[src/common/ptp_pkg.sv]
// Timestamps keep TAI seconds in bits 79:32 and nanoseconds in bits 31:2, and sub-ns bits stay zero
`default_nettype none

package ptp_pkg;

    // ====================
    // Timestamp layout
    // ====================
    localparam int SEC_W      = 48;             // TAI seconds
    localparam int NS_W       = 30;             // Nanoseconds field
    localparam int TS_W       = 80;             // {sec, ns, 2'b00}
    localparam int NS_PER_SEC = 1_000_000_000;  // Rollover point

    // Frame parsing
    localparam int         MSG_TYPE_OFFSET = 42;    // Eth + IP + UDP header bytes
    localparam logic [3:0] MSG_SYNC        = 4'h0;
    localparam logic [3:0] MSG_FOLLOW_UP   = 4'h8;

    // Servo FSM
    typedef enum logic [2:0] {
        IDLE          = 3'd0,
        WAIT_SYNC     = 3'd1,
        WAIT_FOLLOWUP = 3'd2,
        CALC          = 3'd3,
        TRACK         = 3'd4
    } servo_state_e;

    localparam logic [15:0] DAC_MID = 16'h8000;  // VCXO mid-scale

    // ====================
    // APB register map
    // ====================
    localparam logic [7:0] REG_CTRL       = 8'h00;  // Bit 0 enable
    localparam logic [7:0] REG_KP         = 8'h04;  // Signed P gain
    localparam logic [7:0] REG_KI         = 8'h08;  // Signed I gain
    localparam logic [7:0] REG_LINK_DELAY = 8'h0C;  // Link delay in ns
    localparam logic [7:0] REG_STATUS     = 8'h10;  // RO lock and FSM status
    localparam logic [7:0] REG_OFFSET     = 8'h14;  // RO signed offset
    localparam logic [7:0] REG_TIME_NS    = 8'h18;  // RO live nanoseconds

endpackage

`default_nettype wire

[src/hw/toa_fifo.sv]
// A trigger that arrives while the FIFO holds TOA_DEPTH entries is lost without any flag
`timescale 1ns/10ps
`default_nettype none

module toa_fifo import ptp_pkg::*; #(
    parameter int TOA_DEPTH = 8
) (
    input  logic            clk_sys,
    input  logic            rst_n,
    input  logic            toa_capture_trig,
    input  logic            toa_fifo_read,
    input  logic [7:0]      toa_channel_id,
    input  logic [TS_W-1:0] cur_ts,
    output logic [TS_W-1:0] toa_timestamp,
    output logic [7:0]      toa_channel_out,
    output logic            toa_valid,
    output logic            toa_fifo_empty
);

    localparam int AW = $clog2(TOA_DEPTH);

    logic [TS_W+7:0] mem [TOA_DEPTH];  // {channel, timestamp}
    logic [AW-1:0]   wr_ptr;
    logic [AW-1:0]   rd_ptr;
    logic [AW:0]     count;            // Occupancy
    logic            push;
    logic            pop;

    assign toa_fifo_empty = (count == '0);
    assign push           = toa_capture_trig && (count != (AW+1)'(TOA_DEPTH));
    assign pop            = toa_fifo_read && !toa_fifo_empty;

    // Pointers and occupancy
    always_ff @(posedge clk_sys or negedge rst_n) begin
        if (!rst_n) begin
            wr_ptr    <= '0;
            rd_ptr    <= '0;
            count     <= '0;
            toa_valid <= 1'b0;
        end else begin
            toa_valid <= pop;  // Data lands with it
            if (push) begin
                wr_ptr <= (wr_ptr == AW'(TOA_DEPTH-1)) ? '0 : wr_ptr + 1'b1;
            end
            if (pop) begin
                rd_ptr <= (rd_ptr == AW'(TOA_DEPTH-1)) ? '0 : rd_ptr + 1'b1;
            end
            if (push && !pop) begin
                count <= count + 1'b1;
            end else if (pop && !push) begin
                count <= count - 1'b1;
            end
        end
    end

    // Storage and read data
    always_ff @(posedge clk_sys) begin
        if (push) begin
            mem[wr_ptr] <= {toa_channel_id, cur_ts};
        end
        if (pop) begin
            {toa_channel_out, toa_timestamp} <= mem[rd_ptr];
        end
    end

endmodule

`default_nettype wire

[config.mk]
export PLATFORM = sky130hd
export DESIGN_NAME = toa_fifo
export DESIGN_NICKNAME = d
export VERILOG_FILES = /design/src/common/ptp_pkg.sv /design/src/hw/toa_fifo.sv
export SDC_FILE = /design/constraint.sdc
export NUM_CORES = 1
export LEC_CHECK = 0
export BUFFER_PORTS_ARGS = -buffer_cell sky130_fd_sc_hd__buf_4
export CAP_MARGIN = 5
export CORE_ASPECT_RATIO = 1.1
export CORE_MARGIN = 3
export CORE_UTILIZATION = 66
export CTS_BUF_LIST = sky130_fd_sc_hd__clkbuf_4 sky130_fd_sc_hd__clkbuf_8
export DETAILED_ROUTE_END_ITERATION = 10
export PLACE_DENSITY_LB_ADDON = 0.3
export SLEW_MARGIN = 20
export SYNTH_ARGS = -nofsm -noshare
export SYNTH_HDL_FRONTEND = slang
export SYNTH_SLANG_ARGS = --single-unit
[constraint.sdc]
create_clock -name clk_sys -period 23.1 [get_ports clk_sys]
set_input_delay 3.465 -clock clk_sys [delete_from_list [all_inputs] [get_ports clk_sys]]
set_output_delay 3.465 -clock clk_sys [all_outputs]
set_load 0.1 [all_outputs]
[Word-level counts from Yosys, hierarchy flattened]
Memories as Yosys holds them, arrays and structs flattened. A register that Yosys moved wholly into a read port is not among the register bits.
Cells that the tools add are included.
Word-level totals
  bits in registers: 11
  latch bits: 0
  bits in writable memories: 704
  bits in read-only memories: 0
  input port bits: 92
  output and inout port bits: 90
  logic and storage cells: 27
  memories: 1
Operators by class
  add/sub/neg operators: 4
  multipliers: 0
  div/mod/pow operators: 0
  order comparisons: 0
  eq/ne operators: 3
  shift operators: 0
  mux-type cells: 6
  bitwise logic cells: 0
  reduce and logical (&&, ||, !) cells: 9
Memory list
  mem: words 8, bits a word 88, rd ports 1, clocked after Yosys merged registers in 1, write ports 1, line toa_fifo.sv:22  | logic [TS_W+7:0] mem [TOA_DEPTH];
Operator list (count)
  4-bit 2-to-1 mux: 2
  3-bit by 1-bit adder with 3-bit output, second input constant: 2
  3-bit == test, second input constant: 2
  3-bit 2-to-1 mux: 2
  4-bit by 1-bit adder with 4-bit output, second input constant: 1
  1-bit logical AND: 4
  4-bit zero test: 1
  4-bit != test, second input constant: 1
  4-bit by 1-bit subtractor with 4-bit output, second input constant: 1
  1-bit zero test: 3
  1-bit 2-to-1 mux: 2
  2-bit nonzero test: 1

[Longest topological paths before layout]
Gate-level depths: netlist (run 1).
  depth after elaboration: 6
  depth in mapped cells: 9
  gate-level depth less buffers: 9

[Least setup slack after synthesis (run 1)]
Ideal clock, no wire load.
  kind: in2reg
  start: in toa_capture_trig
  end: mem mem[0][0] in the netlist's numbering (enable)
  library setup time: 0.750 ns
  arrival: 11.877 ns
  data required time: 22.350 ns
  setup slack: 10.473 ns
  cell stages on the path: 2
  path buffers: 0
  cells stage by stage: o21ai_2 -> nor4_1
Between the ends
  word-level cells in the longest chain between the ends: 3
RTL lines
  start: declaration: line toa_fifo.sv:10  | input logic toa_capture_trig,
  1-bit logical AND: line toa_fifo.sv:30  | assign push = toa_capture_trig && (count != (AW+1)'(TOA_DEPTH));
  1-bit 2-to-1 mux: line toa_fifo.sv:58  | if (push) begin
  1-bit 2-to-1 mux (not written as such): line toa_fifo.sv:59  | mem[wr_ptr] <= {toa_channel_id, cur_ts};
  end: declaration: line toa_fifo.sv:22
Every way passes these cells.

[Worst setup path in the final report (run 1)]
  start: reg count[0]
  end: out toa_fifo_empty
Between the ends
  word-level cells in the longest chain between the ends: 1
RTL lines
  start: declaration: line toa_fifo.sv:25  | logic [AW:0] count;
  start signal: assignment: line toa_fifo.sv:49  | count <= count + 1'b1;
  start signal: assignment: line toa_fifo.sv:51  | count <= count - 1'b1;
  4-bit zero test: line toa_fifo.sv:29  | assign toa_fifo_empty = (count == '0);
  end: declaration: line toa_fifo.sv:17  | output logic toa_fifo_empty
Every way passes these cells.

==> results.py, run 1 <==
metrics = {
    "global_route": {
        "antenna_found_initial": 6,
        "grt_use_total": 0.240,
        "grt_max_degree": 125,
        "gr-usage-met3": 0.0537,
        "gr-total-overflow": 0,
        "grt_pass1_vias": 14500,
        "use_met1": 0.321,
        "gr-max-usage-layer": "met2",
        "grt_first_pass_wirelength_mm": 85.9,
        "grt_use_met2": 0.398,
    },
    "timing": {
        "maxSlewViolCount": 0,
        "worst_slew_pin_slew_ns": 1.12,
        "fmax_ghz": 0.181,
        "rsz0062_at_grt": "no",
        "fin_ws_ns": 17.59,
        "setup_tns_ns": 0,
        "hold_violations": 0,
        "whs_ns": 0.563,
        "post-route-min-period_ns": 5.51,
        "fin_crit_sh": 0.239,
        "maxSlewHeadroom": 0.254,
        "clock_skew_ns": 0.0317,
        "setup_violations": 0,
    },
    "logic_synthesis": {
        "synth_ff_type": "edfxtp_1",
        "ys_seq_area_frac": 0.807,
        "synthCells": 1175,
        "synthTopCellsByArea": "edfxtp_1, mux4_2, mux2_2",
        "synth_mux_area_frac": 0.170,
        "synth-async-reset-ratio": 0.0137,
        "synth-simple-area-share": 0.00445,
        "synth_common_cells": "edfxtp_1, mux4_2, mux2_2, clkbuf_1, buf_2",
        "yosysMostFrequentCell": "edfxtp_1",
        "synth_cell_types": 32,
        "ys_warn_count": 0,
        "synth_top_area_frac": 0.798,
        "synth-xor-area-share": 0.000588,
        "synth_compound_area_frac": 0.00290,
        "synth_top_family_by_area": "multiplexers",
        "synth_edf_count": 792,
        "yosys_register_bits": 803,
        "synth_area_leader_cell": "edfxtp_1",
        "synthAdderAreaFrac": 0.00361,
        "syn-cell-area_um2": 29800,
        "synth_nets": 1275,
        "avgSynthCellArea_um2": 25.4,
    },
    "placed_design": {
        "gp_congestion": 0.741,
        "portBuffers": 181,
        "pre_cts_ws_ns": 16.92,
        "post_dp_cell_area_um2": 31800,
        "place.detailed.hpwl_mm": 29.9,
        "placed_cells": 1906,
    },
    "clock_tree": {
        "clockBufferDepth": 3,
        "cts.sinks": 803,
        "clock_latency_ns": 0.72,
        "postCtsHoldBufs": 0,
        "ctsHtreeMaxLevel": 3,
        "clkTransAtPathRegs_ns": 0.05,
        "cts_buffers": 116,
        "cts_tree": "built",
        "post_cts_buffers": 0,
        "cts_resized": 0,
        "cts-root-buf": "clkbuf_8",
    },
    "setup_path": {
        "reg2reg_from": "rd_ptr[1]",
        "crit_path_top_delay_cell": "dfrtp_1",
        "worstPathArrival_ns": 2.05,
        "worstPathMaxFanout": 6,
        "critical_path.cell_chain": "or3_1 -> nor2_1 -> buf_4",
        "worstPathRequired_ns": 19.64,
        "cp-end-kind": "primary output",
        "startpoint": "count[0]",
        "reg2reg_to": "toa_timestamp[16]",
        "crit_type": "register to primary output",
        "ff2ff_path_depth": 4,
        "crit_path_max_incr_delay_ns": 0.46,
        "startpoint_type": "register",
        "reg2reg_setup_slack_ns": 19.24,
        "critPathCapture": "toa_fifo_empty",
    },
    "finish": {
        "stdcell_area_um2": 34000,
        "utilization": 0.763,
        "nNetsFinal": 1544,
        "area_delta_synth_final_pct": 14.1,
        "drive_gt1_frac": 0.420,
        "final_cells": 2116,
    },
    "routing": {
        "drt_iter0_markers": 1301,
        "drtPass1Iterations": 7,
        "num_vias": 13100,
        "antenna_left": 0,
        "viasPerCell": 6.21,
        "drcViolationCount": 0,
        "wirelength_mm": 54.8,
        "wl_per_cell_um": 25.9,
    },
    "floorplan": {
        "io_pins": 182,
        "initial_core_util": 0.668,
        "die_h_um": 229,
        "die_area_um2": 47800,
        "rows": 81,
        "die_w_um": 209,
        "core_um2": 44600,
    },
    "pwr": {
        "p_leak_nw": 11.2,
        "power_density_nw_per_um2": 139,
        "ir_drop_mv": 0.110,
        "total_power_mw": 4.73,
    },
    "run_status": {
        "status": "finished, final reports clean",
    },
    "worst_hold_path": {
        "hold_path_class": "register to register",
        "hp-start": "count[2]",
    },
    "job": {
        "cap_violations": 0,
    },
}
==> worst min path at each step <==
stage,to,depth (start not counted)
final,count[2],2
after global routing,count[2],2
after CTS,count[2],2
after detailed placement,count[2],2
after global placement,count[2],2
after floorplan,count[2],2
==> cell usage in the layout, fill, tap and decap left out, types with 2 or more instances in the layout <==
cell       count
bufinv_16      3
o211ai_1       3
dfrtp_4        3
inv_8          3
nor2_4         3
nor2_1         2
diode_2        4
inv_6          2
mux4_2       165
ha_1           7
clkinv_1      36
or3_1          2
clkbuf_8     117
clkbuf_4      31
mux2_2        93
clkinv_2      12
nand2_1        4
dfrtp_1        8
xnor2_1        2
nor3_2         4
nand3_1        2
o21ai_0        2
mux4_1        11
nand2b_1       3
inv_1          3
edfxtp_1     792
buf_4        200
a21oi_1        2
nor3_1         2
==> registers in the layout, indices dropped and copies added, names as in the netlist <==
name             count
toa_channel_out      8
toa_timestamp       80
rd_ptr               3
mem                704
toa_valid            1
count                4
wr_ptr               3
==> metal layers <==
layer	vias up	wire length, µm
met5	-	27
met4	4	1310
met3	85	3320
met2	463	28800
met1	6986	21300
li1	5597	-
==> logic make-up after synthesis <==
logic type,count (synthesis)
fa+ha+maj,8
xor+xnor,2
buf+inv,55
compound gates,11
mux,270
simple gates,26
flops,803
==> layout make-up <==
class	count	area [µm²]
inverter	4	17.5
timing repair buffer	202	1550
fill	2207	10600
sequential	803	24100
tap	581	727
multi-input combinational	317	5460
clock inverter	57	344
antenna	4	10.0
clock buffer	148	1840
==> power by group <==
group / total (mW) / internal [mW] / leakage (nW) / switching, mW
clock: 1.06 / 0.555 / 1.16 / 0.504
sequential: 2.06 / 1.94 / 7.37 / 0.122
combinational: 1.61 / 0.560 / 2.63 / 1.05
total: 4.73 / 3.05 / 11.2 / 1.68
==> critical path, delay by kind of cell (launching register included) <==
family	cells	cell delay, ns
buffers and inverters	1	0.31
DFF	1	0.46
and+or+nand+nor	2	0.58
Note: power is estimated with default switching activity, not from simulation.
==> inputs of run 2 (changes only) <==
--- a/config.mk
+++ b/config.mk
@@ -9,7 +9,7 @@
 export CAP_MARGIN = 5
 export CORE_ASPECT_RATIO = 1.1
 export CORE_MARGIN = 3
-export CORE_UTILIZATION = 66
+export CORE_UTILIZATION = 57
 export CTS_BUF_LIST = sky130_fd_sc_hd__clkbuf_4 sky130_fd_sc_hd__clkbuf_8
 export DETAILED_ROUTE_END_ITERATION = 10
 export PLACE_DENSITY_LB_ADDON = 0.3
==> constraint.sdc (replaced) <==
create_clock -name clk_sys -period 5 [get_ports clk_sys]
set_input_delay 0.75 -clock clk_sys [delete_from_list [all_inputs] [get_ports clk_sys]]
set_output_delay 0.75 -clock clk_sys [all_outputs]
set_load 0.1 [all_outputs]
==> results.py, run 2 (synthesis gave the netlist of run 1 again) <==
metrics = {
    "run_status": {
        "status": "finished, final reports clean",
    },
    "placed_design": {
        "place.detailed.hpwl_mm": 28.1,
        "gp_congestion": 0.753,
        "portBuffers": 181,
    },
    "timing": {
        "maxSlewHeadroom": 0.288,
        "hold_violations": 0,
        "setup_violations": 0,
        "maxSlewViolCount": 0,
        "fmax_ghz": 0.330,
        "clock_skew_ns": 0.0222,
        "rsz0062_at_grt": "no",
        "worst_slew_pin_slew_ns": 1.07,
        "whs_ns": 0.290,
        "fin_crit_sh": 0.606,
        "post-route-min-period_ns": 3.03,
    },
    "routing": {
        "wirelength_mm": 55.6,
        "antenna_left": 0,
        "num_vias": 12900,
        "drt_iter0_markers": 862,
        "drtPass1Iterations": 5,
        "wl_per_cell_um": 25.2,
        "dr_wl_met3_mm": 3.34,
        "maxUsedRoutingLayer": "met5",
        "drt-met1-wl_mm": 21.9,
        "dr_wl_met2_mm": 28.9,
        "drcViolationCount": 0,
        "viasPerCell": 5.87,
    },
    "finish": {
        "drive_gt1_frac": 0.428,
        "layout_commonest_cell": "edfxtp_1",
        "area_delta_synth_final_pct": 15.1,
        "nNetsFinal": 1550,
        "regMostFlops": "mem",
        "utilization": 0.666,
        "most-common-layout-cells": "edfxtp_1, buf_4, mux4_2, clkbuf_8, mux2_2",
        "n_fill_cell": 3214,
        "largest_reg_flops": 704,
    },
    "pwr": {
        "total_power_mw": 21.9,
        "p_leak_nw": 11.2,
        "power_density_nw_per_um2": 640,
        "ir_drop_mv": 0.503,
    },
    "global_route": {
        "grt_pass1_vias": 14000,
        "grt_max_degree": 89,
        "grt_first_pass_wirelength_mm": 84.8,
        "antenna_found_initial": 4,
        "grt_use_total": 0.208,
        "gr-total-overflow": 0,
    },
    "clock_tree": {
        "clockBufferDepth": 3,
        "cts_tree": "built",
        "post_cts_buffers": 0,
        "clock_latency_ns": 0.69,
        "cts_resized": 0,
        "cts_buffers": 119,
        "clkTransAtPathRegs_ns": 0.06,
        "cts.sinks": 803,
        "cts-root-buf": "clkbuf_8",
        "postCtsHoldBufs": 1,
        "ctsHtreeMaxLevel": 3,
    },
    "floorplan": {
        "io_pins": 182,
        "die_w_um": 224,
        "die_area_um2": 55100,
        "rows": 87,
        "core_um2": 51500,
        "initial_core_util": 0.579,
        "die_h_um": 246,
    },
    "setup_path": {
        "startpoint_type": "register",
        "worstPathRequired_ns": 5.55,
        "worstPathMaxFanout": 8,
        "cp-end-kind": "register",
        "crit_type": "register to register",
        "worstPathArrival_ns": 3.57,
    },
    "worst_hold_path": {
        "hold_path_class": "input pin to register",
    },
    "job": {
        "cap_violations": 0,
    },
}
[run 2: cell count changes in the layout (fill, tap and decap cells not counted), sizes merged]
cell	before	now
diode	4	3
inv	9	5
clkbuf	148	165
buf	202	204
clkinv	48	35
dlygate4sd3	0	1
bufinv	3	2
clkinvlp	1	2
[run 2: worst max-delay path, cell delays in order, from the launching register on]
cell and delay [ns]:
dfrtp_1 0.47, or3_1 0.44, o21ai_2 0.44, inv_1 0.09, ha_1 0.28, inv_1 0.16
ha_1 0.31, or4_1 0.49, o211ai_1 0.12, o211ai_1 0.11
[run 2: layout make-up]
class / instances / area (µm²) / area share
clock buffer: 165 / 2010 / 0.0587
timing repair buffer: 205 / 1670 / 0.0486
multi-input combinational: 317 / 5470 / 0.159
tap: 667 / 835 / 0.0243
inverter: 4 / 17.5 / 0.000511
clock inverter: 40 / 228 / 0.00664
antenna: 3 / 7.51 / 0.000219
sequential: 803 / 24100 / 0.702
[run 2: through the flow]
step	std cells	setup TNS [ns]	setup WS, ns	instance area (µm²)
after floorplan	1175	-773.16	-2.54	29800
after global placement	1995	0	2.11	32000
after detailed placement	1995	0	2.01	32000
after CTS	2201	0	1.97	34300
after global routing	2204	0	1.80	34300
final	2204	0	1.97	34300
[run 2: where the power goes]
group / leakage [nW] / internal [mW] / total [mW] / switching (mW)
Combinational: 2.67 / 2.63 / 7.34 / 4.72
Clock: 1.19 / 2.68 / 4.98 / 2.30
Sequential: 7.37 / 8.94 / 9.63 / 0.681
[run 2: per-layer routing]
metal / up-vias / track usage
met3: 99 / 0.0452
met5: - / 0
li1: 5605 / -
met2: 387 / 0.353
met4: 2 / 0.0760
met1: 6854 / 0.271
[run 2: final timing paths]
check	from	end	slack (ns)	cells after the start
worst max-delay path	count[0]	count[3]	1.97	9
worst min-delay path	cur_ts[35]	mem[6][35]	0.29	1
worst max register to register	count[0]	count[3]	1.97	9
worst min register to register	count[2]	count[2]	0.59	2
max in group asynchronous	rst_n	rd_ptr[1]	4.38	2
min in group asynchronous	rst_n	toa_valid	0.45	2
==> inputs of run 3 (changes only) <==
--- a/config.mk
+++ b/config.mk
@@ -5,6 +5,7 @@
 export SDC_FILE = /design/constraint.sdc
 export NUM_CORES = 1
 export LEC_CHECK = 0
+export ABC_AREA = 1
 export BUFFER_PORTS_ARGS = -buffer_cell sky130_fd_sc_hd__buf_4
 export CAP_MARGIN = 5
 export CORE_ASPECT_RATIO = 1.1
==> constraint.sdc (replaced) <==
create_clock -name clk_sys -period 2.43 [get_ports clk_sys]
set_input_delay 0.3645 -clock clk_sys [delete_from_list [all_inputs] [get_ports clk_sys]]
set_output_delay 0.3645 -clock clk_sys [all_outputs]
set_load 0.1 [all_outputs]
==> results.py, run 3 <==
metrics = {
    "run_status": {
        "status": "finished, final reports clean",
    },
    "setup_path": {
        "cpMostUsedCell": "nand2_1",
        "crit_path_max_incr_delay_ns": 0.43,
        "startpoint_type": "register",
        "worstPathRequired_ns": 3.02,
        "crit_path_top_delay_cell": "dfrtp_1",
        "worstPathArrival_ns": 2.92,
        "worstPathMaxFanout": 7,
        "critical_path.cell_chain": "nor2_1 -> nand3_1 -> nand2_4 -> ha_1 -> inv_1 -> ha_1 -> or2_2 -> nand2_1 -> nand2_1 -> nand3_1 -> nand2_1",
        "crit_type": "register to register",
        "cp-end-kind": "register",
    },
    "pwr": {
        "total_power_mw": 50.6,
        "power_density_nw_per_um2": 1290,
        "ir_drop_mv": 1.02,
        "p_leak_nw": 16.8,
    },
    "global_route": {
        "grt_use_total": 0.241,
        "grt_first_pass_wirelength_mm": 116,
        "antenna_found_initial": 4,
        "grt_pass1_vias": 22200,
        "grt_max_degree": 137,
        "gr-total-overflow": 0,
    },
    "logic_synthesis": {
        "avgSynthCellArea_um2": 10.5,
        "synth_nets": 3319,
        "synth_common_cells": "nand2_1, edfxtp_1, nor2_1, inv_1, buf_2",
        "yosys_register_bits": 803,
        "ys_seq_area_frac": 0.714,
        "synth_area_leader_cell": "edfxtp_1",
        "synth_ff_type": "edfxtp_1",
        "synth_cell_types": 19,
        "ys_warn_count": 0,
        "synthTopCellsByArea": "edfxtp_1, nand2_1, nor2_1",
        "syn-cell-area_um2": 33700,
        "synth_edf_count": 792,
        "synthCells": 3219,
        "synth-async-reset-ratio": 0.0137,
        "synth_top_area_frac": 0.706,
        "yosysMostFrequentCell": "nand2_1",
    },
    "timing": {
        "setup_tns_ns": 0,
        "post-route-min-period_ns": 2.33,
        "fin_crit_sh": 0.959,
        "fmax_ghz": 0.429,
        "hold_violations": 0,
        "fin_ws_ns": 0.0999,
        "setup_violations": 0,
        "clock_skew_ns": 0.0222,
        "maxSlewViolCount": 0,
        "worst_slew_pin_slew_ns": 0.695,
        "maxSlewHeadroom": 0.537,
    },
    "routing": {
        "drtPass1Iterations": 5,
        "antenna_left": 0,
        "drcViolationCount": 0,
        "wirelength_mm": 73.8,
        "num_vias": 22100,
        "drt_iter0_markers": 1735,
        "wl_per_cell_um": 16.8,
        "viasPerCell": 5.04,
    },
    "finish": {
        "layout_commonest_cell": "nand2_1",
        "regMostFlops": "mem",
        "largest_reg_flops": 704,
        "nNetsFinal": 3632,
        "most-common-layout-cells": "nand2_1, edfxtp_1, nor2_1, inv_1, buf_4",
        "area_delta_synth_final_pct": 16.9,
        "final_cells": 4391,
        "drive_gt1_frac": 0.122,
    },
    "placed_design": {
        "pre_cts_ws_ns": 0.0996,
        "portBuffers": 181,
        "placed_cells": 4071,
        "gp_congestion": 0.753,
        "place.detailed.hpwl_mm": 39.6,
    },
    "floorplan": {
        "die_w_um": 238,
        "die_area_um2": 62000,
        "io_pins": 182,
        "rows": 92,
        "core_um2": 57900,
        "die_h_um": 261,
        "initial_core_util": 0.582,
    },
    "clock_tree": {
        "cts-root-buf": "clkbuf_8",
        "clockBufferDepth": 3,
        "ctsHtreeMaxLevel": 3,
        "clkTransAtPathRegs_ns": 0.06,
        "post_cts_buffers": 0,
        "cts.sinks": 803,
        "cts_buffers": 119,
        "clock_latency_ns": 0.72,
        "cts_tree": "built",
    },
    "worst_hold_path": {
        "hold_path_class": "input pin to register",
    },
    "job": {
        "cap_violations": 0,
    },
}
[run 3: changes by cell type after synthesis, sizes merged, moves of 3 or more]
cell | previous run | this run
mux4 | 176 | 0
clkbuf | 17 | 26
nor2 | 5 | 706
nand2b | 3 | 0
inv | 4 | 367
o211ai | 3 | 0
nand2 | 4 | 1176
mux2 | 93 | 0
buf | 34 | 112
[run 3: critical path: cells and delay by family (launching register included)]
family | cells | cell delay (ns)
adder cells (fa/ha/maj) | 2 | 0.52
buffers and inverters | 1 | 0.11
AND/OR/NAND/NOR | 8 | 1.16
flip-flops | 1 | 0.43
[run 3: path summary, 6_finish.rpt]
path / endpoint / slack (ns) / from / cells after the start
worst max-delay path: count[3] / 0.1 / count[1] / 11
worst min-delay path: mem[0][24] / 0.42 / cur_ts[24] / 2
worst max register to register: count[3] / 0.1 / count[1] / 11
worst min register to register: count[2] / 0.56 / count[2] / 2
max in group asynchronous: rd_ptr[1] / 1.25 / rst_n / 3
min in group asynchronous: toa_valid / 0.73 / rst_n / 3
[run 3: report_power, final]
group	switching (mW)	total [mW]	internal [mW]
Clock	5.03	10.7	5.70
Combinational	15.5	20.7	5.25
Sequential	0.846	19.2	18.3
[run 3: metrics by stage]
stage | area [µm²] | hold WS, ns | utilization
after floorplan | 33800 | 0.0689 | -
after global placement | 36100 | 0.206 | 0.623
after detailed placement | 36100 | 0.216 | 0.623
after CTS | 39300 | 0.0422 | 0.679
after global routing | 39300 | 0.394 | 0.679
final | 39300 | 0.425 | 0.680
[run 3: cell type report]
| type | instances | area [µm²] |
|---|---|---|
| Clock buffer | 158 | 1930 |
| Tap cell | 752 | 941 |
| Sequential cell | 803 | 24100 |
| Timing Repair Buffer | 330 | 3200 |
| Multi-Input combinational cell | 1911 | 7390 |
| Antenna cell | 9 | 22.5 |
| Inverter | 367 | 1390 |
| Clock inverter | 61 | 414 |
| Fill cell | 4122 | 18600 |
[run 3: cells by family (layout without fill, tap and decap cells)]
family,Yosys count,count (layout),synth area share
AND/OR/NAND/NOR,1896,1896,0.212
flip-flops,803,803,0.714
buffers and inverters,505,916,0.0691
adder cells (fa/ha/maj),8,8,0.00320
AO/OA/AOI/OAI,5,5,0.000743
XOR/XNOR,2,2,0.000520
other,0,9,0
[run 3: layer usage]
metal,up-vias,wire [µm],track usage
met3,174,4720,0.0383
met4,0,1950,0.0923
met2,772,37000,0.413
met1,10500,30100,0.311
met5,-,0,0
li1,10700,-,-
[run 3: timing repair]
action                                  4_1_cts  5_1_grt
hold buffers                                 91        1
gates resized for setup                       0        2
hold endpoints to repair                    716        2
endpoints found under the setup margin        0        1
