--- config.mk ---
export PLATFORM = sky130hd
export DESIGN_NAME = ptp_rx_frontend
export DESIGN_NICKNAME = d
export VERILOG_FILES = /design/src/common/ptp_pkg.sv /design/src/hw/ptp_rx_frontend.sv
export SDC_FILE = /design/constraint.sdc
export NUM_CORES = 1
export LEC_CHECK = 0
export BUFFER_PORTS_ARGS = -buffer_cell sky130_fd_sc_hd__buf_2
export CORE_MARGIN = 2
export CORE_UTILIZATION = 35
export DETAILED_ROUTE_END_ITERATION = 6
export PLACE_DENSITY = 0.66
export SETUP_SLACK_MARGIN = 0.1
export SYNTH_ARGS = -nofsm -noshare
export SYNTH_HDL_FRONTEND = slang
export SYNTH_SLANG_ARGS = --single-unit
--- constraint.sdc ---
create_clock -name clk_sys -period 3.4 [get_ports clk_sys]
set_input_delay 0.68 -clock clk_sys [delete_from_list [all_inputs] [get_ports clk_sys]]
set_output_delay 0.68 -clock clk_sys [all_outputs]
set_load 0.02 [all_outputs]
--- src/common/ptp_pkg.sv ---
// Timestamps keep TAI seconds in bits 79:32 and nanoseconds in bits 31:2, and sub-ns bits stay zero
`default_nettype none

package ptp_pkg;

    // ====================
    // Timestamp layout
    // ====================
    localparam int SEC_W      = 48;             // TAI seconds
    localparam int NS_W       = 30;             // Nanoseconds field
    localparam int TS_W       = 80;             // {sec, ns, 2'b00}
    localparam int NS_PER_SEC = 1_000_000_000;  // Rollover point

    // Frame parsing
    localparam int         MSG_TYPE_OFFSET = 42;    // Eth + IP + UDP header bytes
    localparam logic [3:0] MSG_SYNC        = 4'h0;
    localparam logic [3:0] MSG_FOLLOW_UP   = 4'h8;

    // Servo FSM
    typedef enum logic [2:0] {
        IDLE          = 3'd0,
        WAIT_SYNC     = 3'd1,
        WAIT_FOLLOWUP = 3'd2,
        CALC          = 3'd3,
        TRACK         = 3'd4
    } servo_state_e;

    localparam logic [15:0] DAC_MID = 16'h8000;  // VCXO mid-scale

    // ====================
    // APB register map
    // ====================
    localparam logic [7:0] REG_CTRL       = 8'h00;  // Bit 0 enable
    localparam logic [7:0] REG_KP         = 8'h04;  // Signed P gain
    localparam logic [7:0] REG_KI         = 8'h08;  // Signed I gain
    localparam logic [7:0] REG_LINK_DELAY = 8'h0C;  // Link delay in ns
    localparam logic [7:0] REG_STATUS     = 8'h10;  // RO lock and FSM status
    localparam logic [7:0] REG_OFFSET     = 8'h14;  // RO signed offset
    localparam logic [7:0] REG_TIME_NS    = 8'h18;  // RO live nanoseconds

endpackage

`default_nettype wire

--- src/hw/ptp_rx_frontend.sv ---
// Message type sits at a fixed byte offset, so only untagged UDP/IPv4 PTP frames are parsed
`timescale 1ns/10ps
`default_nettype none

module ptp_rx_frontend import ptp_pkg::*; (
    input  logic            clk_sys,
    input  logic            rst_n,
    input  logic            rx_sof,
    input  logic            rx_valid,
    input  logic [7:0]      rx_data,
    input  logic [TS_W-1:0] cur_ts,
    output logic [TS_W-1:0] rx_timestamp,
    output logic            rx_timestamp_valid,
    output logic [3:0]      ptp_msg_type,
    output logic            ptp_msg_valid
);

    logic [7:0] byte_cnt;  // Index of the next accepted byte
    logic       sof_beat;

    assign sof_beat = rx_sof && rx_valid;

    // ====================
    // SOF timestamp
    // ====================
    always_ff @(posedge clk_sys or negedge rst_n) begin
        if (!rst_n) begin
            rx_timestamp_valid <= 1'b0;
        end else begin
            rx_timestamp_valid <= sof_beat;  // One cycle after the SOF edge
        end
    end

    always_ff @(posedge clk_sys) begin
        if (sof_beat) begin
            rx_timestamp <= cur_ts;
        end
    end

    // ====================
    // Byte count and type
    // ====================
    always_ff @(posedge clk_sys or negedge rst_n) begin
        if (!rst_n) begin
            byte_cnt      <= '1;     // Parked until first SOF
            ptp_msg_type  <= '0;
            ptp_msg_valid <= 1'b0;
        end else begin
            ptp_msg_valid <= 1'b0;
            if (sof_beat) begin
                byte_cnt <= 8'd1;    // SOF beat is byte 0
            end else if (rx_valid) begin
                if (byte_cnt != 8'hFF) begin
                    byte_cnt <= byte_cnt + 8'd1;  // Saturate on long frames
                end
                if (byte_cnt == 8'(MSG_TYPE_OFFSET)) begin
                    ptp_msg_type  <= rx_data[3:0];  // messageType nibble
                    ptp_msg_valid <= 1'b1;
                end
            end
        end
    end

endmodule

`default_nettype wire

---- Word level (Yosys, flattened, before mapping) ----
Index checks and enable logic that the tools add are counted.
cells by class
  add/sub/neg operators ................... 1
  equal/unequal tests ..................... 2
  multiplexer cells ....................... 6
  bitwise gates (word level) .............. 1
  reductions and logical operators ........ 5
operator list
  kind                   count
  $mux W8                3
  $add A8 B1 Y8 const B  1
  $eq A8 B6 Y1 const B   1
  $ne A8 B8 Y1 const B   1
  $reduce_bool A2 Y1     2
  $mux W1                3
  $reduce_and A3 Y1      1
  $reduce_and A2 Y1      1
  $logic_and A1 B1 Y1    1
  $not A1 Y1             1
word-level totals
  bits in registers ....................... 94
  input port bits ......................... 92
  output and inout port bits .............. 86

---- Depth between registers and ports, before layout ----
Gate-level depths: netlist of run 1.
  depth in word-level cells ............... 4
  depth in mapped cells ................... 5
  gate-level depth less buffers ........... 4

---- Worst setup path before layout of run 1 ----
Ideal clock, no wire load.
  path type ............................... input to register
  start point ............................. input port rx_valid
  end point ............................... register rx_timestamp[0] (enable)
  arrival ................................. 2.032 ns
  data required time ...................... 2.995 ns
  slack ................................... 0.963 ns
  stages on the path ...................... 2
  path buffers ............................ 1
  cells stage by stage .................... clkbuf_1 and2_2
between the ends
  longest elaborated chain between the ends .. 1
ends and longest elaborated chain
  item                  RTL line               text
  from (decl)           ptp_rx_frontend.sv:9   input logic rx_valid,
  $logic_and A1 B1 Y1   ptp_rx_frontend.sv:21  assign sof_beat = rx_sof && rx_valid;
  net sof_beat          ptp_rx_frontend.sv:19  logic sof_beat;
  to (signal assigned)  ptp_rx_frontend.sv:36  rx_timestamp <= cur_ts;
  to (decl)             ptp_rx_frontend.sv:12  output logic [TS_W-1:0] rx_timestamp,
The timed path passes the listed nets, and every way through them passes these cells.
A chain may end at the register's enable or synchronous reset.

---- Worst setup path after layout of run 1 ----
  start point ............................. input port rx_valid
  end point ............................... register rx_timestamp[29] (enable)
Same word-level chain as after synthesis.

==> results of run 1 <==
==> metal layers <==
layer,wire length (µm),part of all wire (%),up-vias
met1,2700,38,1009
met3,556,7.8,8
li1,-,-,952
met5,0,0,-
met4,59,0.83,0
met2,3820,54,99
==> placed cells by master, fill, tap and decap left out <==
| master | n |
|---|---|
| buf_2 | 173 |
| edfxtp_1 | 80 |
| clkbuf_8 | 9 |
| dfstp_2 | 8 |
| a21oi_1 | 6 |
| dfrtp_1 | 6 |
| inv_1 | 5 |
| nor2_1 | 4 |
| mux2_4 | 4 |
| and3_1 | 4 |
| nand2_1 | 3 |
| nand3_1 | 3 |
| nand4_1 | 3 |
| a311oi_1 | 2 |
| nand2b_1 | 2 |
| a211oi_1 | 2 |
| ha_1 | 2 |
| inv_6 | 2 |
| bufinv_16 | 2 |
| clkinvlp_4 | 2 |
| buf_4 | 2 |
| and2_4 | 1 |
| nor4b_4 | 1 |
| and2_1 | 1 |
| nand4_4 | 1 |
| and4_1 | 1 |
| a41o_1 | 1 |
| o21ai_0 | 1 |
| a41oi_1 | 1 |
| or3_1 | 1 |
| o221ai_1 | 1 |
| o311ai_0 | 1 |
| o41ai_2 | 1 |
| a22oi_1 | 1 |
==> path summary, 6_finish.rpt <==
check / end / depth (start not counted)
worst max-delay path: rx_timestamp[29]$_DFFE_PP_ / 3
worst min-delay path: ptp_msg_type[3]$_DFFE_PN0P_ / 1
worst max register to register: byte_cnt[5]$_DFFE_PN1P_ / 4
worst min register to register: byte_cnt[7]$_DFFE_PN1P_ / 2
max in group asynchronous: byte_cnt[1]$_DFFE_PN1P_ / 1
min in group clk_sys: rx_timestamp[35]$_DFFE_PP_ / 1
==> area by class of cell <==
cell class | count | area (µm²)
well taps | 108 | 135
multi-input cells | 48 | 385
fillers | 756 | 4410
inverters | 5 | 18.8
clock inverters | 6 | 92.6
repair buffers | 175 | 881
clock buffers | 9 | 124
flip-flops and latches | 94 | 2760
==> where the power goes <==
part	internal, W	leakage [nW]	switching, W
Clock	0.000415	0.102	0.000379
Combinational	0.0000961	0.880	0.000162
Sequential	0.00134	0.917	0.0000364
==> registers in the layout, summed over array words and instances, names as in the netlist <==
register            flops
ptp_msg_valid           1
byte_cnt                8
rx_timestamp_valid      1
rx_timestamp           80
ptp_msg_type            4
==> critical path: stages <==
cell and delay (ns):
buf_2 0.21, and2_4 0.56, buf_4 0.39
==> stage by stage <==
| stage | power [W] | hold WS (ns) | setup WS, ns | area [µm²] |
|---|---|---|---|---|
| floorplan | 0.00155 | 0.384 | 0.963 | 3200 |
| global placement | 0.00166 | 0.492 | 1.23 | 4180 |
| detailed placement | 0.00167 | 0.492 | 1.18 | 4180 |
| CTS | 0.00247 | 0.188 | 1.56 | 4400 |
| global route | 0.00253 | 0.207 | 1.48 | 4400 |
| finish | 0.00243 | 0.206 | 1.54 | 4400 |
==> kinds of logic (layout without fill, tap and decap cells) <==
kind of cell    Yosys count  in the layout  share of synthesized area (%)
compound gates           17             17                           3.98
fa+ha+maj                 2              2                          0.781
buf+inv                   9            195                           1.76
flops                    94             94                           86.2
mux                       4              4                           1.88
simple gates             25             25                           5.35
==> run_results.csv, run 1 <==
group,metric,value,unit
status,status,"completed",
job,max-cap-violations,0,
critical_path,crit_path_start_kind,"primary input",
die,start_util,36.4,%
clocking,ctsLongestPathBuffers,2,
timing,rsz0062_at_grt,"false",
power,peakVddDrop,231,µV
yosys,synth-main-ff-cell,"edfxtp_1",
critical_path,critPathLaunch,"rx_valid",
timing,finalSetupViolCount,0,
grt,grt_pass1_vias,2009,
grt,antenna_found_initial,0,
yosys,synth.most_common_cell,"edfxtp_1",
yosys,synth_area_leader_cell,"edfxtp_1",
layout,drive_above_1_share,61.1,%
detailed_routing,ant_nets,0,
critical_path,crit_fanout,45,
placement,post-place-cells,430,
layout,diodes,0,
grt,use_met3,4.43,%
critical_path,required,3.42,ns
die,ios,178,
clocking,ctsRootBufferMaster,"clkbuf_8",
die,fp.dieH,99.7,µm
clocking,clock_sinks,94,
yosys,ys_seq_elements,94,
yosys,ys_warn_count,0,
detailed_routing,via_per_inst,4.65,
timing,final.setup.tns,0,ns
clocking,cts_tree,"built",
layout,final_core_util,50.0,%
critical_path,r2r-start,"byte_cnt[1]$_DFFE_PN1P_",
detailed_routing,drt_iter0_markers,77,
yosys,yosysTopAreaCellShare,75.0,%
timing,post-route-period-util,54.7,%
grt,top_usage_layer,"met2",
detailed_routing,postRouteWirelength,7.14,mm
grt,grt_first_pass_wirelength,10.5,mm
clocking,hold_buffers,0,
clocking,clock_latency,0.35,ns
clocking,cts_buffers,9,
yosys,synth_area_leaders,"edfxtp_1, dfstp_2, dfrtp_1",
timing,slew_viol_final,0,
die,die_area,9930,µm²
yosys,avgSynthCellArea,21.2,µm²
yosys,ys_async_sr_fraction,14.9,%
yosys,synth_nets,245,
detailed_routing,wl_per_cell,16.0,µm
placement,hpwl,5.30,mm
critical_path,path_class,"in2reg",
grt,grt_start_max_net_pins,46,
critical_path,worstPathArrival,1.89,ns
die,fp.coreArea,8810,µm²
power,p_per_area,553,nW/µm²
timing,period_minus_slack,1.86,ns
yosys,ys_top_cells_by_count,"edfxtp_1, dfstp_2, a21oi_1, dfrtp_1, inv_1",
timing,worst_pin_slew,0.601,ns
layout,syn2layout_area_growth,37.3,%
layout,fin_nets,427,
detailed_routing,firstDrtPassIters,4,
clocking,clk_pin_slew_worst_paths,0.10,ns
yosys,synth-edff-count,80,
placement,routabilityCongestion,0.788,
yosys,synthDistinctLibCells,30,
timing,fmax,537,MHz
timing,slew_headroom,59.9,%
critical_path,r2r_slack,1.65,ns
grt,grt_overflow,0,
yosys,syn-cell-area,3200,µm²
die,die_w,99.7,µm
clocking,htree_levels,3,
power,p_leak,1.90,nW
detailed_routing,drc_errors,0,
grt,grtUsageMet1,15.7,%
die,rows,34,
yosys,netlist_instances,151,
yosys,synth-seq-area-share,86.3,%
layout,instances_no_fill,445,
clocking,cts_resized,0,
detailed_routing,vias,2068,
grt,track_usage,14.1,%
clocking,post_cts_buffers,0,
timing,clock_skew,0.00848,ns
critical_path,cp-end-kind,"register",
timing,hold_violations,0,
hold_path,min_path_type,"in2async",
grt,grtUsageMet2,25.7,%
placement,io_buffer_count,173,
Note: power is estimated with default switching activity, not from simulation.
==> run 2, diff against run 1 <==
--- a/config.mk
+++ b/config.mk
@@ -5,6 +5,7 @@
 export SDC_FILE = /design/constraint.sdc
 export NUM_CORES = 1
 export LEC_CHECK = 0
+export ABC_AREA = 1
 export BUFFER_PORTS_ARGS = -buffer_cell sky130_fd_sc_hd__buf_2
 export CORE_MARGIN = 2
 export CORE_UTILIZATION = 35
==> constraint.sdc (replaced) <==
create_clock -name clk_sys -period 1.77 [get_ports clk_sys]
set_input_delay 0.354 -clock clk_sys [delete_from_list [all_inputs] [get_ports clk_sys]]
set_output_delay 0.354 -clock clk_sys [all_outputs]
set_load 0.02 [all_outputs]
==> run 2 against run 1 <==
  * Total power increased by 91%
  * Final cell count is 5.8% higher
  * Global-route usage hardly changed
  * First-iteration DRC count shrank 3.9%
  * Critical endpoint is now byte_cnt[2]$_DFFE_PN1P_
  * Largest power group unchanged
==> run_results.csv, run 2 <==
group,metric,value,unit
status,status,"completed",
grt,grt_overflow,0,
yosys,synth-edff-count,80,
timing,period_minus_slack,1.47,ns
yosys,ys_warn_count,0,
timing,final.setup.tns,0,ns
grt,track_usage,14.2,%
placement,io_buffer_count,173,
clocking,ctsRootBufferMaster,"clkbuf_8",
clocking,ctsLongestPathBuffers,2,
detailed_routing,firstDrtPassIters,4,
clocking,clock_sinks,94,
yosys,synth_nets,266,
layout,top_regs,"rx_timestamp (80), byte_cnt (8), ptp_msg_type (4)",
layout,final_core_util,50.6,%
critical_path,crit_chain,"ha_1 -> nand2_2 -> nor2_4 -> nand3_2 -> nand2_4 -> nand2_1 -> o21ai_2",
timing,post-route-period-util,83.3,%
yosys,syn-cell-area,3150,µm²
yosys,ys_top_cells_by_count,"edfxtp_1, nand2_1, inv_1, dfstp_2",
layout,fin_nets,452,
timing,slew_headroom,73.4,%
die,fp.coreArea,8720,µm²
job,max-cap-violations,0,
grt,grt_pass1_vias,1997,
yosys,netlist_instances,172,
yosys,synth-main-ff-cell,"edfxtp_1",
die,fp.dieH,98.9,µm
critical_path,r2r_slack,0.30,ns
clocking,clock_latency,0.35,ns
critical_path,crit_path_start_kind,"register",
detailed_routing,wl_per_cell,15.1,µm
die,die_area,9780,µm²
detailed_routing,via_per_inst,4.35,
hold_path,min_path_type,"in2reg",
yosys,synth_area_leaders,"edfxtp_1, dfstp_2, dfrtp_1",
yosys,synth-seq-area-share,87.7,%
grt,antenna_found_initial,0,
timing,rsz0062_at_grt,"false",
detailed_routing,drc_errors,0,
layout,final_cell_mix,"buf_2, edfxtp_1, nand2_1",
clocking,cts_tree,"built",
yosys,avgSynthCellArea,18.3,µm²
layout,diodes,0,
layout,drive_above_1_share,58.1,%
die,die_w,98.9,µm
clocking,clk_pin_slew_worst_paths,0.10,ns
critical_path,worstPathArrival,1.76,ns
detailed_routing,postRouteWirelength,7.11,mm
critical_path,worst_path_largest_cell_delay,0.58,ns
power,peakVddDrop,465,µV
yosys,synth_area_leader_cell,"edfxtp_1",
yosys,ys_async_sr_fraction,14.9,%
die,rows,34,
yosys,synth.most_common_cell,"edfxtp_1",
grt,grt_first_pass_wirelength,10.3,mm
yosys,yosysTopAreaCellShare,76.3,%
yosys,ys_seq_elements,94,
die,start_util,36.1,%
critical_path,required,2.05,ns
critical_path,crit_fanout,13,
layout,syn2layout_area_growth,40.2,%
critical_path,cpMaxStageDelayCell,"dfstp_2",
critical_path,cp-end-kind,"register",
critical_path,path_class,"reg2reg",
timing,finalSetupViolCount,0,
die,ios,178,
layout,largest_register_ffs,80,
detailed_routing,vias,2050,
layout,largest-register,"rx_timestamp",
yosys,synthDistinctLibCells,19,
detailed_routing,ant_nets,0,
timing,hold_violations,0,
power,p_leak,1.91,nW
timing,worst_pin_slew,0.399,ns
timing,clock_skew,0.00589,ns
placement,routabilityCongestion,0.752,
layout,mostFrequentLayoutCell,"buf_2",
timing,fmax,678,MHz
clocking,htree_levels,3,
detailed_routing,drt_iter0_markers,74,
timing,slew_viol_final,0,
grt,grt_start_max_net_pins,51,
clocking,cts_buffers,9,
placement,hpwl,5.44,mm
power,p_per_area,1050,nW/µm²
run 2: cell count changes in the layout (fill, tap and decap cells not counted), sizes merged, moves of 5 or more:
cell   before  now
nand2       3   36
a21oi       6    1
inv         7   12
o21ai       1    9
nand3       3    8
run 2: cell families after synthesis:
logic type               after synthesis  synth area share [%]
flip-flops                            94                  87.7
adder cells (fa/ha/maj)                2                 0.794
AO/OA/AOI/OAI                         11                  2.42
AND/OR/NAND/NOR                       54                  7.55
buffers and inverters                 11                  1.55
run 2: timing repair:
item	4_1_cts	5_1_grt
hold endpoints to repair	6	0
resized for setup	0	1
setup buffers	0	0
endpoints found under the setup margin	0	2
hold buffers	1	0
run 2: cell type report:
type                            instances  area [µm²]
Clock inverter                          7        88.8
Clock buffer                            9         124
Tap cell                              108         135
Multi-Input combinational cell         67         360
Inverter                               10        41.3
Sequential cell                        94        2760
Timing Repair Buffer                  176         903
Fill cell                             765        4310
run 2: through the flow:
stage / hold WS [ns] / total power (W) / cell area (µm²) / std cells / setup slack (ns)
3_5_place_dp: 0.269 / 0.00324 / 4190 / 454 / 0.232
2_1_floorplan: 0.0584 / 0.00298 / 3170 / 172 / -0.209
4_1_cts: 0.138 / 0.00471 / 4410 / 471 / 0.205
5_1_grt: 0.137 / 0.00484 / 4420 / 471 / 0.186
3_3_place_gp: 0.270 / 0.00322 / 4190 / 454 / 0.252
6_report: 0.164 / 0.00465 / 4420 / 471 / 0.295
run 2: path summary, 6_finish.rpt:
| kind | startpoint | cells after the start | endpoint |
|---|---|---|---|
| setup / recovery | byte_cnt[1]$_DFFE_PN1P_ | 7 | byte_cnt[2]$_DFFE_PN1P_ |
| max in group asynchronous | rst_n | 2 | byte_cnt[4]$_DFFE_PN1P_ |
| hold reg to reg | ptp_msg_type[3]$_DFFE_PN0P_ | 2 | ptp_msg_type[3]$_DFFE_PN0P_ |
| setup reg to reg | byte_cnt[1]$_DFFE_PN1P_ | 7 | byte_cnt[2]$_DFFE_PN1P_ |
| min in group asynchronous | rst_n | 2 | ptp_msg_type[1]$_DFFE_PN0P_ |
| hold / removal | cur_ts[41] | 1 | rx_timestamp[41]$_DFFE_PP_ |
run 2: power by group:
group | total [W] | internal, W | switching, W
Combinational | 0.000533 | 0.000197 | 0.000336
Sequential | 0.00265 | 0.00259 | 0.0000577
Clock | 0.00148 | 0.000682 | 0.000793
Total | 0.00465 | 0.00347 | 0.00119
run 2: critical path, delay by kind of cell (launching register included):
family	cells	cell delay, ns
simple gates	5	0.60
flops	1	0.58
fa+ha+maj	1	0.18
compound gates	1	0.06
run 2: routing by layer:
layer	up-vias	GRT usage (%)	wire [µm]
met2	98	23.8	3590
met3	12	4.82	731
met1	954	16.1	2630
li1	986	-	-
met4	0	7.06	159
met5	-	0	0
==> run 3, diff against run 2 <==
==> constraint.sdc (replaced) <==
create_clock -name clk_sys -period 1.4 [get_ports clk_sys]
set_input_delay 0.28 -clock clk_sys [delete_from_list [all_inputs] [get_ports clk_sys]]
set_output_delay 0.28 -clock clk_sys [all_outputs]
set_load 0.02 [all_outputs]
==> run 3 against run 2 <==
  * Utilization grew 2.0 points
  * Sequential share of layout area shrank 2.4 points
  * Maximum frequency grew 6.4%
  * Routed wire length is essentially flat
  * Clock skew grew 0.0073 ns
  * Hold slack lost 0.074 ns
  * Final cell count grew 2.3%
  * Critical path type unchanged
  * Largest power group unchanged
  * Highest routed layer unchanged
==> run_results.csv, run 3 (synthesized netlist as in run 2, its figures left out) <==
group,metric,value,unit
die,fp.coreArea,8720,µm²
detailed_routing,wl_per_cell,14.7,µm
grt,grt_pass1_vias,2036,
power,p_leak,1.99,nW
grt,grt_overflow,0,
die,die_w,98.9,µm
critical_path,reg2reg_depth,8,
die,ios,178,
critical_path,required,1.68,ns
clocking,htree_levels,3,
placement,io_buffer_count,173,
clocking,cts_tree,"built",
detailed_routing,postRouteWirelength,7.11,mm
critical_path,r2r_slack,0.01,ns
power,p_per_area,1260,nW/µm²
power,peakVddDrop,572,µV
timing,worst_pin_slew,0.316,ns
detailed_routing,via_per_inst,4.39,
detailed_routing,drt_iter0_markers,109,
clocking,ctsRootBufferMaster,"clkbuf_8",
timing,rsz0062_at_grt,"true",
timing,period_minus_slack,1.39,ns
grt,grt_first_pass_wirelength,10.4,mm
detailed_routing,drc_errors,0,
layout,fin_nets,463,
power,clkPwrFrac,29.1,%
power,pwr-share-comb,13.0,%
hold_path,hold_end,"rx_timestamp[44]$_DFFE_PP_",
clocking,post_cts_buffers,0,
hold_path,min-delay-start,"cur_ts[44]",
layout,largest_register_ffs,80,
status,status,"completed",
layout,ff_latch_area,2760,µm²
layout,final_cell_mix,"buf_2, edfxtp_1, nand2_1",
critical_path,rr_endpoint,"byte_cnt[5]$_DFFE_PN1P_",
timing,fmax,722,MHz
die,die_area,9780,µm²
grt,grt_start_max_net_pins,51,
layout,top_regs,"rx_timestamp (80), byte_cnt (8), ptp_msg_type (4)",
critical_path,crit_chain,"ha_4 -> nand2_4 -> nor2_4 -> nand3_4 -> nand2_4 -> buf_12 -> nand2_2 -> o21ai_1",
timing,slew_viol_final,0,
layout,largest-register,"rx_timestamp",
timing,hold_violations,0,
grt,track_usage,14.2,%
clocking,clk_pin_slew_worst_paths,0.11,ns
timing,slew_headroom,79.0,%
detailed_routing,ant_nets,0,
critical_path,worst_path_largest_cell_delay,0.58,ns
critical_path,cp-end-kind,"register",
hold_path,min_path_type,"in2reg",
layout,drive_above_1_share,63.1,%
job,max-cap-violations,0,
detailed_routing,firstDrtPassIters,4,
critical_path,worstPathArrival,1.67,ns
placement,hpwl,5.24,mm
power,switching_power,0.00154,W
layout,syn2layout_area_growth,45.7,%
grt,antenna_found_initial,0,
critical_path,crit_path_start_kind,"register",
power,power.internal,0.00426,W
critical_path,path_class,"reg2reg",
power,sw_frac_of_total,26.6,%
clocking,clock_sinks,94,
critical_path,cpMostUsedCell,"nand2_4",
power,p_seq_share,57.8,%
clocking,clock_latency,0.36,ns
critical_path,r2r-start,"byte_cnt[1]$_DFFE_PN1P_",
critical_path,cpMaxStageDelayCell,"dfstp_2",
layout,final_core_util,52.6,%
layout,mostFrequentLayoutCell,"buf_2",
timing,whs,0.0893,ns
die,rows,34,
die,fp.dieH,98.9,µm
critical_path,critPathLaunch,"byte_cnt[1]$_DFFE_PN1P_",
detailed_routing,vias,2116,
timing,post-route-period-util,99.0,%
clocking,cts_buffers,9,
timing,finalSetupViolCount,0,
layout,fillers,715,
critical_path,crit_fanout,7,
layout,diodes,0,
die,start_util,36.1,%
layout,multi_input_area,428,µm²
placement,routabilityCongestion,0.797,
timing,clock_skew,0.0132,ns
clocking,ctsLongestPathBuffers,2,
hold_path,hold_path_depth,1,
-- run 3: cell types whose count changed in the layout (fill, tap and decap cells not counted), sizes merged --
cell and change:
buf +10, clkinv +1, inv +1, clkbuf +1
bufinv -1, clkinvlp -1
-- run 3: timing repair --
action	4_1_cts	5_1_grt
hold buffers	1	0
cloned	0	1
hold endpoints to repair	6	0
gates resized for setup	5	10
pin swaps	0	2
setup endpoints to repair	12	13
-- run 3: cell type report --
class / instances / share of cell area [%]
well taps: 108 / 2.94
inverters: 10 / 0.900
clock buffers: 9 / 2.70
multi-input cells: 67 / 9.32
flip-flops and latches: 94 / 60.2
clock inverters: 7 / 1.36
repair buffers: 187 / 22.6
-- run 3: power groups by stage --
stage	combinational (W)	sequential (W)	clock (W)
5_1_grt	0.000810	0.00338	0.00188
4_1_cts	0.000748	0.00336	0.00176
2_1_floorplan	0.000158	0.00364	0
3_5_place_dp	0.000743	0.00342	0
6_report	0.000755	0.00336	0.00169
3_3_place_gp	0.000729	0.00341	0
-- run 3: critical path: cells and delay by family (launching register included) --
kind / cells / cell delay [ns]
buffers and inverters: 1 / 0.13
flip-flops: 1 / 0.58
AND/OR/NAND/NOR: 5 / 0.39
adder cells (fa/ha/maj): 1 / 0.15
AO/OA/AOI/OAI: 1 / 0.07
-- run 3: how the worst max path moves through the flow --
stage	endpoint	cells past startpoint
after CTS	byte_cnt[5]$_DFFE_PN1P_	8
after detailed placement	byte_cnt[7]$_DFFE_PN1P_	8
after global placement	byte_cnt[7]$_DFFE_PN1P_	8
final	byte_cnt[5]$_DFFE_PN1P_	8
after floorplan	rx_timestamp[0]$_DFFE_PP_	2
after global routing	byte_cnt[5]$_DFFE_PN1P_	8
-- run 3: stage by stage --
step                      total power [W]  std cells  setup TNS (ns)  area (µm²)  setup slack, ns
after floorplan                   0.00380        172          -41.26        3200           -0.505
after global placement            0.00414        464               0        4320           0.0371
after detailed placement          0.00416        464               0        4320           0.0101
after CTS                         0.00587        481               0        4530          0.00178
after global routing              0.00607        482          -0.284        4590          -0.0501
final                             0.00580        482               0        4590           0.0142
-- run 3: routing by layer --
layer  wire (µm)  vias up  GRT usage [%]  share of wire, %
met2        3650       99           23.3                51
met4         159        0           6.01               2.2
li1            -     1012              -                 -
met5           0        -              0                 0
met3         719       14           5.18                10
met1        2580      991           17.0                36
